### src/source/raster_mem_pkg.sv
package raster_mem_pkg;

    // avalon side
    localparam int addr_width = 26;
    localparam int data_width = 32;
    localparam int bytes_per_word = data_width / 8;

    // count word first, then triangles back to back
    localparam int words_per_vertex = 5;
    localparam int words_per_tri = 15;

    // word order inside one vertex with word 4 reserved
    localparam int x_word = 0;
    localparam int y_word = 1;
    localparam int z_word = 2;
    localparam int color_word = 3;

    typedef logic [data_width-1:0] word_t;

    // word i of the triangle sits at index i
    typedef word_t [words_per_tri-1:0] raw_tri_t;

endpackage

### src/source/raster_geom_pkg.sv
package raster_geom_pkg;

    localparam int verts_per_tri = 3;

    // Q12.4 screen coordinates
    localparam int coord_width = 16;
    localparam int frac_bits = 4;
    localparam int area_width = 33;

    // low 16 bits of the Q16.16 input >>> frac_shift
    localparam int frac_shift = 12;

    localparam int screen_w = 640;
    localparam int screen_h = 480;

    typedef logic signed [coord_width-1:0] coord_t;
    typedef logic signed [area_width-1:0] area_t;
    typedef logic [31:0] depth_t;
    typedef logic [31:0] color_t;

    // last valid position on screen in Q12.4
    localparam coord_t screen_max_x = coord_t'((screen_w << frac_bits) - 1);
    localparam coord_t screen_max_y = coord_t'((screen_h << frac_bits) - 1);

    typedef struct packed {
        coord_t x;
        coord_t y;
        depth_t z;
        color_t color;
    } vertex_t;

    typedef vertex_t [verts_per_tri-1:0] tri_t;

    typedef struct packed {
        coord_t min_x;
        coord_t min_y;
        coord_t max_x;
        coord_t max_y;
        area_t area2;
        color_t color0;
    } setup_t;

endpackage

### src/source/tri_stream_if.sv
interface tri_stream_if #(
    parameter type payload_t = logic
);

    logic valid;
    logic ready;
    payload_t payload;
    // final triangle of a batch
    logic last;

    modport source (
        output valid,
        output payload,
        output last,
        input ready
    );

    modport sink (
        input valid,
        input payload,
        input last,
        output ready
    );

endinterface

### src/source/vertex_fetch.sv
module vertex_fetch (
    input logic clock,
    input logic reset,
    input logic start,
    input logic [raster_mem_pkg::addr_width-1:0] base_address,
    output logic busy,
    output logic [raster_mem_pkg::addr_width-1:0] master_address,
    output logic master_read,
    output logic [raster_mem_pkg::bytes_per_word-1:0] master_byteenable,
    input logic [raster_mem_pkg::data_width-1:0] master_readdata,
    input logic master_readdatavalid,
    input logic master_waitrequest,
    output logic empty_batch,
    tri_stream_if.source tri_out
);

    localparam int word_bits = $clog2(raster_mem_pkg::words_per_tri);
    localparam int last_word = raster_mem_pkg::words_per_tri - 1;
    localparam logic [raster_mem_pkg::addr_width-1:0] addr_step =
        raster_mem_pkg::addr_width'(raster_mem_pkg::bytes_per_word);

    typedef enum logic [1:0] {send_idle, send_count, send_wait, send_tri} send_state_t;
    typedef enum logic {recv_count, recv_words} recv_state_t;

    send_state_t send_state;
    recv_state_t recv_state;
    logic [raster_mem_pkg::data_width-1:0] tri_total;
    logic [raster_mem_pkg::data_width-1:0] tri_issued;
    logic [raster_mem_pkg::data_width-1:0] tri_received;
    logic [word_bits-1:0] send_word;
    logic [word_bits-1:0] recv_word;
    logic word_accepted;
    logic word_capture;
    logic in_flight;
    logic handshake;

    assign master_byteenable = '1;
    assign word_accepted = master_read && !master_waitrequest;
    assign word_capture = (recv_state == recv_words) && master_readdatavalid;
    assign handshake = tri_out.valid && tri_out.ready;
    // from the first read of a triangle until it leaves downstream
    assign in_flight = (tri_issued != tri_received) || tri_out.valid;

    always_ff @(posedge clock or negedge reset) begin
        if (!reset) begin
            send_state <= send_idle;
            master_read <= 1'b0;
            master_address <= '0;
            busy <= 1'b0;
            send_word <= '0;
            tri_issued <= '0;
        end else begin
            case (send_state)
                send_idle: begin
                    if (start) begin
                        busy <= 1'b1;
                        master_address <= base_address;
                        master_read <= 1'b1;
                        tri_issued <= '0;
                        send_state <= send_count;
                    end
                end
                send_count: begin
                    if (word_accepted) begin
                        master_read <= 1'b0;
                        master_address <= master_address + addr_step;
                        send_state <= send_wait;
                    end
                end
                send_wait: begin
                    // back-pressure holds the bus here
                    if (recv_state == recv_words && !in_flight) begin
                        if (tri_issued == tri_total) begin
                            busy <= 1'b0;
                            send_state <= send_idle;
                        end else begin
                            master_read <= 1'b1;
                            send_word <= '0;
                            send_state <= send_tri;
                        end
                    end
                end
                send_tri: begin
                    if (word_accepted) begin
                        master_address <= master_address + addr_step;
                        send_word <= send_word + 1'b1;
                        if (send_word == last_word) begin
                            master_read <= 1'b0;
                            tri_issued <= tri_issued + 1'b1;
                            send_state <= send_wait;
                        end
                    end
                end
                default: send_state <= send_idle;
            endcase
        end
    end

    always_ff @(posedge clock or negedge reset) begin
        if (!reset) begin
            recv_state <= recv_count;
            tri_total <= '0;
            tri_received <= '0;
            recv_word <= '0;
            empty_batch <= 1'b0;
            tri_out.valid <= 1'b0;
        end else begin
            empty_batch <= 1'b0;
            if (handshake) begin
                tri_out.valid <= 1'b0;
            end
            case (recv_state)
                recv_count: begin
                    if (master_readdatavalid) begin
                        tri_total <= master_readdata;
                        tri_received <= '0;
                        recv_word <= '0;
                        empty_batch <= (master_readdata == '0);
                        recv_state <= recv_words;
                    end
                end
                recv_words: begin
                    if (start && send_state == send_idle) begin
                        recv_state <= recv_count;
                    end else if (master_readdatavalid) begin
                        recv_word <= recv_word + 1'b1;
                        if (recv_word == last_word) begin
                            recv_word <= '0;
                            tri_received <= tri_received + 1'b1;
                            tri_out.valid <= 1'b1;
                        end
                    end
                end
                default: recv_state <= recv_count;
            endcase
        end
    end

    // gather buffer doubles as the output payload
    always_ff @(posedge clock) begin
        if (word_capture) begin
            tri_out.payload[recv_word] <= master_readdata;
            if (recv_word == last_word) begin
                tri_out.last <= (tri_received + 1'b1 == tri_total);
            end
        end
    end

    assert property (@(posedge clock) disable iff (!reset)
        master_read && master_waitrequest |=> master_read && $stable(master_address));

endmodule

### src/source/vertex_decode.sv
module vertex_decode (
    input logic clock,
    input logic reset,
    tri_stream_if.sink raw_in,
    tri_stream_if.source tri_out
);

    raster_geom_pkg::tri_t decoded;

    // Q16.16 to Q12.4
    function automatic raster_geom_pkg::coord_t to_screen(
        input logic [raster_mem_pkg::data_width-1:0] word
    );
        logic signed [raster_mem_pkg::data_width-1:0] shifted;
        shifted = $signed(word) >>> raster_geom_pkg::frac_shift;
        return raster_geom_pkg::coord_t'(shifted);
    endfunction

    always_comb begin
        for (int v = 0; v < raster_geom_pkg::verts_per_tri; v++) begin
            decoded[v].x = to_screen(
                raw_in.payload[v * raster_mem_pkg::words_per_vertex + raster_mem_pkg::x_word]);
            decoded[v].y = to_screen(
                raw_in.payload[v * raster_mem_pkg::words_per_vertex + raster_mem_pkg::y_word]);
            decoded[v].z =
                raw_in.payload[v * raster_mem_pkg::words_per_vertex + raster_mem_pkg::z_word];
            decoded[v].color =
                raw_in.payload[v * raster_mem_pkg::words_per_vertex + raster_mem_pkg::color_word];
        end
    end

    assign raw_in.ready = !tri_out.valid || tri_out.ready;

    always_ff @(posedge clock or negedge reset) begin
        if (!reset) begin
            tri_out.valid <= 1'b0;
        end else if (raw_in.ready) begin
            tri_out.valid <= raw_in.valid;
        end
    end

    always_ff @(posedge clock) begin
        if (raw_in.valid && raw_in.ready) begin
            tri_out.payload <= decoded;
            tri_out.last <= raw_in.last;
        end
    end

endmodule

### src/source/tri_setup.sv
module tri_setup (
    input logic clock,
    input logic reset,
    tri_stream_if.sink tri_in,
    tri_stream_if.source setup_out
);

    typedef logic signed [raster_geom_pkg::coord_width:0] diff_t;

    logic advance;
    logic s1_valid;
    logic s1_last;
    diff_t s1_dx1;
    diff_t s1_dy1;
    diff_t s1_dx2;
    diff_t s1_dy2;
    raster_geom_pkg::coord_t s1_min_x;
    raster_geom_pkg::coord_t s1_min_y;
    raster_geom_pkg::coord_t s1_max_x;
    raster_geom_pkg::coord_t s1_max_y;
    raster_geom_pkg::color_t s1_color0;
    logic signed [2 * raster_geom_pkg::coord_width + 2:0] area_full;

    function automatic raster_geom_pkg::coord_t min3(
        input raster_geom_pkg::coord_t a,
        input raster_geom_pkg::coord_t b,
        input raster_geom_pkg::coord_t c
    );
        raster_geom_pkg::coord_t m;
        m = (a < b) ? a : b;
        return (c < m) ? c : m;
    endfunction

    function automatic raster_geom_pkg::coord_t max3(
        input raster_geom_pkg::coord_t a,
        input raster_geom_pkg::coord_t b,
        input raster_geom_pkg::coord_t c
    );
        raster_geom_pkg::coord_t m;
        m = (a > b) ? a : b;
        return (c > m) ? c : m;
    endfunction

    // whole pipe freezes on output stall
    assign advance = !setup_out.valid || setup_out.ready;
    assign tri_in.ready = advance;

    // full-width cross product before the wrap to the area type
    assign area_full = s1_dx1 * s1_dy2 - s1_dx2 * s1_dy1;

    always_ff @(posedge clock or negedge reset) begin
        if (!reset) begin
            s1_valid <= 1'b0;
            setup_out.valid <= 1'b0;
        end else if (advance) begin
            s1_valid <= tri_in.valid;
            setup_out.valid <= s1_valid;
        end
    end

    always_ff @(posedge clock) begin
        if (advance) begin
            s1_dx1 <= tri_in.payload[1].x - tri_in.payload[0].x;
            s1_dy1 <= tri_in.payload[1].y - tri_in.payload[0].y;
            s1_dx2 <= tri_in.payload[2].x - tri_in.payload[0].x;
            s1_dy2 <= tri_in.payload[2].y - tri_in.payload[0].y;
            s1_min_x <= min3(tri_in.payload[0].x, tri_in.payload[1].x, tri_in.payload[2].x);
            s1_min_y <= min3(tri_in.payload[0].y, tri_in.payload[1].y, tri_in.payload[2].y);
            s1_max_x <= max3(tri_in.payload[0].x, tri_in.payload[1].x, tri_in.payload[2].x);
            s1_max_y <= max3(tri_in.payload[0].y, tri_in.payload[1].y, tri_in.payload[2].y);
            s1_color0 <= tri_in.payload[0].color;
            s1_last <= tri_in.last;
            setup_out.payload.min_x <= s1_min_x;
            setup_out.payload.min_y <= s1_min_y;
            setup_out.payload.max_x <= s1_max_x;
            setup_out.payload.max_y <= s1_max_y;
            setup_out.payload.area2 <= raster_geom_pkg::area_t'(area_full);
            setup_out.payload.color0 <= s1_color0;
            setup_out.last <= s1_last;
        end
    end

    // a new output needs a triangle accepted two cycles before
    assert property (@(posedge clock) disable iff (!reset)
        $rose(setup_out.valid) |-> $past(tri_in.valid && tri_in.ready, 2));

endmodule

### src/source/tri_cull.sv
module tri_cull (
    input logic clock,
    input logic reset,
    input logic start,
    tri_stream_if.sink setup_in,
    input logic empty_batch,
    output logic out_valid,
    input logic out_ready,
    output raster_geom_pkg::coord_t out_min_x,
    output raster_geom_pkg::coord_t out_min_y,
    output raster_geom_pkg::coord_t out_max_x,
    output raster_geom_pkg::coord_t out_max_y,
    output raster_geom_pkg::area_t out_area,
    output raster_geom_pkg::color_t out_color,
    output logic [15:0] drawn_count,
    output logic [15:0] culled_count,
    output logic done,
    output logic active
);

    logic consume;
    logic off_screen;
    logic keep;
    logic out_last;
    logic done_next;

    function automatic raster_geom_pkg::coord_t clamp(
        input raster_geom_pkg::coord_t value,
        input raster_geom_pkg::coord_t limit
    );
        if (value < 0) begin
            return '0;
        end
        return (value > limit) ? limit : value;
    endfunction

    assign setup_in.ready = !out_valid || out_ready;
    assign consume = setup_in.valid && setup_in.ready;
    assign off_screen = setup_in.payload.max_x < 0 || setup_in.payload.max_y < 0 ||
        setup_in.payload.min_x > raster_geom_pkg::screen_max_x ||
        setup_in.payload.min_y > raster_geom_pkg::screen_max_y;
    // back-facing and degenerate both fail here
    assign keep = setup_in.payload.area2 > 0 && !off_screen;
    assign done_next = (out_valid && out_ready && out_last) ||
        (consume && !keep && setup_in.last) || empty_batch;

    always_ff @(posedge clock or negedge reset) begin
        if (!reset) begin
            out_valid <= 1'b0;
            out_last <= 1'b0;
            drawn_count <= '0;
            culled_count <= '0;
            done <= 1'b0;
            active <= 1'b0;
        end else begin
            done <= done_next;
            if (start) begin
                active <= 1'b1;
                drawn_count <= '0;
                culled_count <= '0;
            end else if (done_next) begin
                active <= 1'b0;
            end
            if (consume && keep) begin
                out_valid <= 1'b1;
                out_last <= setup_in.last;
                drawn_count <= drawn_count + 1'b1;
            end else if (out_ready) begin
                out_valid <= 1'b0;
            end
            if (consume && !keep) begin
                culled_count <= culled_count + 1'b1;
            end
        end
    end

    always_ff @(posedge clock) begin
        if (consume && keep) begin
            out_min_x <= clamp(setup_in.payload.min_x, raster_geom_pkg::screen_max_x);
            out_min_y <= clamp(setup_in.payload.min_y, raster_geom_pkg::screen_max_y);
            out_max_x <= clamp(setup_in.payload.max_x, raster_geom_pkg::screen_max_x);
            out_max_y <= clamp(setup_in.payload.max_y, raster_geom_pkg::screen_max_y);
            out_area <= setup_in.payload.area2;
            out_color <= setup_in.payload.color0;
        end
    end

    assert property (@(posedge clock) disable iff (!reset)
        out_valid && !out_ready |=> out_valid &&
        $stable({out_min_x, out_min_y, out_max_x, out_max_y, out_area, out_color}));

endmodule

### src/source/raster_setup_top.sv
module raster_setup_top (
    input logic clock,
    input logic reset,
    input logic start,
    input logic [raster_mem_pkg::addr_width-1:0] base_address,
    output logic busy,
    output logic done,
    output logic [raster_mem_pkg::addr_width-1:0] master_address,
    output logic master_read,
    output logic [raster_mem_pkg::bytes_per_word-1:0] master_byteenable,
    input logic [raster_mem_pkg::data_width-1:0] master_readdata,
    input logic master_readdatavalid,
    input logic master_waitrequest,
    output logic out_valid,
    input logic out_ready,
    output raster_geom_pkg::coord_t out_min_x,
    output raster_geom_pkg::coord_t out_min_y,
    output raster_geom_pkg::coord_t out_max_x,
    output raster_geom_pkg::coord_t out_max_y,
    output raster_geom_pkg::area_t out_area,
    output raster_geom_pkg::color_t out_color,
    output logic [15:0] drawn_count,
    output logic [15:0] culled_count
);

    logic start_accept;
    logic fetch_busy;
    logic cull_active;
    logic empty_batch;

    tri_stream_if #(.payload_t(raster_mem_pkg::raw_tri_t)) raw_stream ();
    tri_stream_if #(.payload_t(raster_geom_pkg::tri_t)) tri_stream ();
    tri_stream_if #(.payload_t(raster_geom_pkg::setup_t)) setup_stream ();

    // busy until the last triangle has drained through cull
    assign busy = fetch_busy || cull_active;
    assign start_accept = start && !busy;

    vertex_fetch vertex_fetch_i (
        .clock(clock),
        .reset(reset),
        .start(start_accept),
        .base_address(base_address),
        .busy(fetch_busy),
        .master_address(master_address),
        .master_read(master_read),
        .master_byteenable(master_byteenable),
        .master_readdata(master_readdata),
        .master_readdatavalid(master_readdatavalid),
        .master_waitrequest(master_waitrequest),
        .empty_batch(empty_batch),
        .tri_out(raw_stream.source)
    );

    vertex_decode vertex_decode_i (
        .clock(clock),
        .reset(reset),
        .raw_in(raw_stream.sink),
        .tri_out(tri_stream.source)
    );

    tri_setup tri_setup_i (
        .clock(clock),
        .reset(reset),
        .tri_in(tri_stream.sink),
        .setup_out(setup_stream.source)
    );

    tri_cull tri_cull_i (
        .clock(clock),
        .reset(reset),
        .start(start_accept),
        .setup_in(setup_stream.sink),
        .empty_batch(empty_batch),
        .out_valid(out_valid),
        .out_ready(out_ready),
        .out_min_x(out_min_x),
        .out_min_y(out_min_y),
        .out_max_x(out_max_x),
        .out_max_y(out_max_y),
        .out_area(out_area),
        .out_color(out_color),
        .drawn_count(drawn_count),
        .culled_count(culled_count),
        .done(done),
        .active(cull_active)
    );

endmodule

### config.mk
export PLATFORM = sky130hd
export DESIGN_NAME = raster_setup_top
export DESIGN_NICKNAME = d
export VERILOG_FILES = /design/src/source/raster_mem_pkg.sv /design/src/source/raster_geom_pkg.sv /design/src/source/tri_stream_if.sv /design/src/source/vertex_fetch.sv /design/src/source/vertex_decode.sv /design/src/source/tri_setup.sv /design/src/source/tri_cull.sv /design/src/source/raster_setup_top.sv
export SDC_FILE = /design/constraint.sdc
export NUM_CORES = 2
export LEC_CHECK = 0
export ABC_AREA = 0
export ABC_CLOCK_PERIOD_IN_PS = 10500
export CORE_UTILIZATION = 45
export DETAILED_ROUTE_END_ITERATION = 6
export DONT_BUFFER_PORTS = 1
export GPL_ROUTABILITY_DRIVEN = 0
export PLACE_DENSITY = 0.56
export SKIP_LAST_GASP = 1
export SLEW_MARGIN = 10
export SYNTH_ARGS = -nofsm -noshare
export SYNTH_HDL_FRONTEND = slang
export SYNTH_SLANG_ARGS = --single-unit
### constraint.sdc
create_clock -name clock -period 10.5 [get_ports clock]
set_input_delay 1.05 -clock clock [delete_from_list [all_inputs] [get_ports clock]]
set_output_delay 1.05 -clock clock [all_outputs]
set_load 0.02 [all_outputs]
# After elaboration in Yosys (flattened, before gate mapping)
# Cells that the tools add are included.
# word_totals
regBits	1210
romBits	0
latch_bits	0
inputBits	64
ram_bits	0
output_inout_bits	195
memories	0
elab_cells	261
# classes
n_lt_le_gt_ge	19
multipliers	2
reduce_logical	53
mux	86
addsub	12
shifts	0
bitwise	1
n_eq_ne	20
div_mod_pow	0
# ops
operator	n
$bwmux 480	1
$mux 16	23
$mux 32	8
$demux 32 s4	1
$pmux 32 s2	2
$sub 16x16->17	4
$mul 17x17->33	2
$add 32x1->32 const B	2
$eq 32x32->1	2
$gt 16x16->1	4
$lt 16x1->1 const B	4
$lt 16x16->1	4
$mux 26	2
$pmux 26 s2	1
$gt 33x1->1 const B	1
$sub 33x33->33	1
$add 16x1->16 const B	2
$gt 16x14->1 const B	2
$gt 16x15->1 const B	2
$logic_not 32->1	1
$ne 32x32->1	1
$mux 1	29
$mux 4	7
$add 26x3->26 const B	1
other kinds (25)	86

# Logic depth before layout (Yosys ltp)
# depth
word_depth	13
mapped_depth	29
ltp_nobuf	27

# By module
# A second synthesis with hierarchy kept.
# unflattened
cells_unflattened	5636
area_unflattened_um2	74834.3
# modules_own_cells
mod	seq_area_each_um2	instances	cells_per_inst	area_each_um2
tri_setup	8908.5	1	3384	36520.0
vertex_fetch	17872.1	1	1480	23125.9
vertex_decode	8703.3	1	293	8732.1
tri_cull	4774.6	1	477	6442.4
raster_setup_top	0.0	1	2	13.8

# Least setup slack after synthesis
# Ideal clock, no wire load.
# synth_timing
kind	input to register
startpoint	in out_ready
endpoint	reg tri_setup_i.s1_valid
stages	3
slack_ns	2.137
t_arrival_ns	8.265
required_time_ns	10.402
setup_ns	0.098
path_buffers	0
cell_sequence	nor2b_1 -> nand2_1 -> mux2_2
# synth_between
elab_chain_len	2
# synth_rtl
element	line	source
from (decl)	raster_setup_top.sv:15	input logic out_ready,
$logic_or 1x1->1	tri_cull.sv:37	assign setup_in.ready = !out_valid || out_ready;
$logic_or 1x1->1	tri_setup.sv:45	assign advance = !setup_out.valid || setup_out.ready;
via tri_setup_i.tri_in.ready	tri_stream_if.sv:22	output ready
to (signal assigned)	tri_setup.sv:56	s1_valid <= tri_in.valid;
to (decl)	tri_setup.sv:11	logic s1_valid;
# The timed path passes the listed nets, and every way through them passes these cells.
# A chain may end at the register's enable or synchronous reset.

# Final worst setup path
# layout_timing
startpoint	reg tri_setup_i.s1_dx1[16]
endpoint	reg, netlist name tri_setup_i.setup_out.payload[63]
# layout_between
elab_chain_len	2
# layout_rtl
element	line	source
from (decl)	tri_setup.sv:13	diff_t s1_dx1;
from (signal assigned)	tri_setup.sv:63	s1_dx1 <= tri_in.payload[1].x - tri_in.payload[0].x;
$mul 17x17->33	tri_setup.sv:49	assign area_full = s1_dx1 * s1_dy2 - s1_dx2 * s1_dy1;
$sub 33x33->33	tri_setup.sv:49	
via tri_setup_i.area_full (one bit)	tri_setup.sv:22	logic signed [2 * raster_geom_pkg::coord_width + 2:0] area_full;
# The timed path passes the listed nets, and every way through them passes these cells.

==> results.txt <==
outcome -> complete, no violations
area grow syn2layout -> 8.57%
Mapped Area -> 58900 µm²
critical path's slowest cell -> nor3_1
Finished Layout Cells -> 6866
hold crit path type -> input pin to asynchronous set/reset pin
initial antenna violation count -> 4
crit path max fanout -> 18
worst reg2reg path depth -> 25
Post-Route Setup TNS -> 0 ps
Max-slew headroom -> 20.6%
Reg2Reg Capture Point -> tri_setup_i.setup_out.payload[63]
flop-to-flop setup slack -> 1870 ps
vias per cell -> 5.19
placed cell count -> 6692
Final period util -> 82.2%
Synth Area in Compound Gates -> 5.88%
Least-Margin Pin Slew -> 1190 ps
Clock Sinks -> 858
asr flop ratio synth -> 20.5%
WL/cell -> 20.9 µm
Antenna Cells -> 0
Syn Inst Count -> 5079
Final Hold Viols -> 0
clk slew on worst S/H paths -> 60 ps
post-layout minimum cycle time -> 8630 ps
clk_skew -> 59.6 ps
DRT met1 WL -> 64000 µm
ratio of cells with drive above 1 in the final layout -> 5.00%
RSZ-0062 raised after global routing -> false
Pins Over Slew Limit -> 0
std cell rows -> 132
max_cap viols -> 0
Crit Path Category -> flop to flop
most used cell along the critical path -> fa_1
xor and xnor area share after synthesis -> 3.60%
Worst Path Required -> 10960 ps
# resized after CTS -> 0
GR Overflow Total -> 0
core area -> 130000 µm²
crit start category -> flop
number of flops mapped to enable cells by yosys -> 682
CP max stage delay -> 720 ps
post-synthesis cell type count -> 86
Worst R2R Start -> tri_setup_i.s1_dx1[16]
DRT iter0 DRCs -> 2403
most frequent cells after synthesis -> inv_1, edfxtp_1, fa_1, nand2_1, and2_1
Synth area leader -> edfxtp_1
Pre-Repair DR Iteration Count -> 5
Initial Utilization -> 45.5%
Total GRT Usage -> 21.9%
via count -> 35700
setup repair bufs after CTS -> 0
vias in the first global route -> 36700
Chip Width -> 364 µm
main combinational cell family by area after synthesis -> adder cells
# setup viols final -> 0
cell with the most instances after synthesis -> inv_1
NumNets Final -> 6029
met2 WL -> 68600 µm
Avg Cell Area, Syn -> 11.6 µm²
dpl hpwl -> 110000 µm
Die Y -> 364 µm
Num CTS Buffers -> 95
Syn. warnings -> 0
# hold bufs at CTS -> 2
Synth area leaders -> edfxtp_1, fa_1, dfrtp_1
# fillers -> 11600
clk root buf -> clkbuf_16
pin count of the biggest net entering global routing -> 158
area share of and/or/nand/nor cells after synthesis -> 12.2%
clk buf depth -> 3
metal3 WL -> 7330 µm
mux contribution to synthesized area -> 2.44%
Yosys reg bits -> 858
full die area -> 132000 µm²
IO Pins -> 259
DRT Wirelength -> 143000 µm
fmax -> 116 MHz
Post-synth top flop -> edfxtp_1
clock latency on the worst-skew pair -> 720 ps
global-route wire length before repair -> 221000 µm
Worst EP arrival -> 9090 ps
Port Buffer Count -> 0
sequential element share of the synthesized area -> 42.2%
DRC errors left -> 0
CTS tree -> built
uppermost layer routed -> met4
adder-cell share of the synthesized area -> 27.5%
H-tree depth -> 3
post-route ant nets -> 0
Setup crit end kind -> flop
post-synth top area share -> 34.7%
placed cells by master (no fill, tap or decap), types with 15 or more instances in the layout:
master | synthesis | final
dfrtp_1 | 176 | 176
clkinv_1 | 0 | 15
nand4_1 | 54 | 54
nor4_1 | 25 | 25
xor2_1 | 72 | 72
nand3_1 | 68 | 68
edfxtp_1 | 682 | 682
and3_1 | 47 | 47
fa_1 | 636 | 636
o21ai_0 | 173 | 172
and2_1 | 336 | 336
mux2_2 | 38 | 38
ha_1 | 280 | 280
nand2b_1 | 39 | 39
buf_4 | 5 | 32
clkbuf_16 | 0 | 95
xnor2_1 | 170 | 170
o21a_1 | 29 | 29
a21oi_1 | 137 | 137
a21o_1 | 48 | 48
a31oi_1 | 24 | 23
mux2i_1 | 100 | 100
nand2_1 | 411 | 409
o31ai_1 | 24 | 24
nor2b_1 | 53 | 52
nor2_1 | 291 | 290
clkbuf_1 | 147 | 16
inv_1 | 768 | 767
nor3_1 | 42 | 41
cells by family after synthesis:
group,after synthesis
AND/OR/NAND/NOR,1431
other,2
flip-flops,858
XOR/XNOR,242
adder cells (fa/ha/maj),916
multiplexers,139
AO/OA/AOI/OAI,549
buffers and inverters,942
registers in the layout, indices dropped and copies added (netlist names), 17 cells and up:
| register | count |
|---|---|
| vertex_decode_i.tri_out.payload | 128 |
| tri_cull_i.out_color | 32 |
| vertex_fetch_i.tri_total | 32 |
| tri_setup_i.s1_dx2 | 17 |
| vertex_fetch_i.tri_issued | 32 |
| vertex_fetch_i.master_address | 26 |
| tri_setup_i.s1_dy1 | 17 |
| tri_cull_i.out_area | 33 |
| tri_setup_i.s1_dx1 | 17 |
| vertex_fetch_i.tri_received | 32 |
| tri_setup_i.s1_color0 | 32 |
| tri_setup_i.setup_out.payload | 129 |
| vertex_fetch_i.tri_out.payload | 128 |
| tri_setup_i.s1_dy2 | 17 |
layer usage:
layer | vias up | track usage, %
li1 | 16600 | -
met1 | 18000 | 30.1
met2 | 805 | 36.4
met3 | 175 | 3.56
met4 | 0 | 5.30
met5 | - | 0
worst max-delay path, delay by kind of cell (launching register included):
| kind | cells | cell delay (ps) |
|---|---|---|
| XOR/XNOR | 1 | 120 |
| AO/OA/AOI/OAI | 3 | 800 |
| flip-flops | 1 | 640 |
| adder cells (fa/ha/maj) | 9 | 4590 |
| buffers and inverters | 7 | 520 |
| AND/OR/NAND/NOR | 5 | 1720 |
metrics by stage:
stage / instance area [µm²] / setup slack, ps / util [%] / hold WS (ps)
detailed placement: 60800 / 1880 / 46.9 / 405
global route: 64000 / 1680 / 49.4 / 13.4
floorplan: 59000 / 2140 / - / 400
CTS: 64000 / 1880 / 49.4 / 1.06
global placement: 60800 / 1870 / 46.9 / 400
finish: 64000 / 1870 / 49.4 / 68.1
area by class of cell:
class,count,area (µm²),share of cell area [%]
Clock buffer,115,2490,3.89
Clock inverter,57,699,1.09
Inverter,768,2890,4.51
Multi-Input combinational cell,3291,30600,47.8
Sequential cell,858,24900,38.9
Tap cell,1742,2180,3.41
Timing Repair Buffer,35,280,0.438
how the worst max path moves through the flow:
| stage | start | endpoint | cells after the start | slack, ps |
|---|---|---|---|---|
| floorplan | out_ready | tri_setup_i.s1_valid | 3 | 2140 |
| global placement | tri_setup_i.s1_dx1[16] | tri_setup_i.setup_out.payload[63] | 25 | 1870 |
| detailed placement | tri_setup_i.s1_dx1[16] | tri_setup_i.setup_out.payload[63] | 25 | 1880 |
| CTS | tri_setup_i.s1_dx1[16] | tri_setup_i.setup_out.payload[63] | 25 | 1880 |
| global route | tri_setup_i.s1_dx1[16] | tri_setup_i.setup_out.payload[63] | 25 | 1680 |
| finish | tri_setup_i.s1_dx1[16] | tri_setup_i.setup_out.payload[63] | 25 | 1870 |
Power is left out: the tool's default activity adds up to more than one toggle a clock period on the data nets, which glitch-free logic cannot reach.
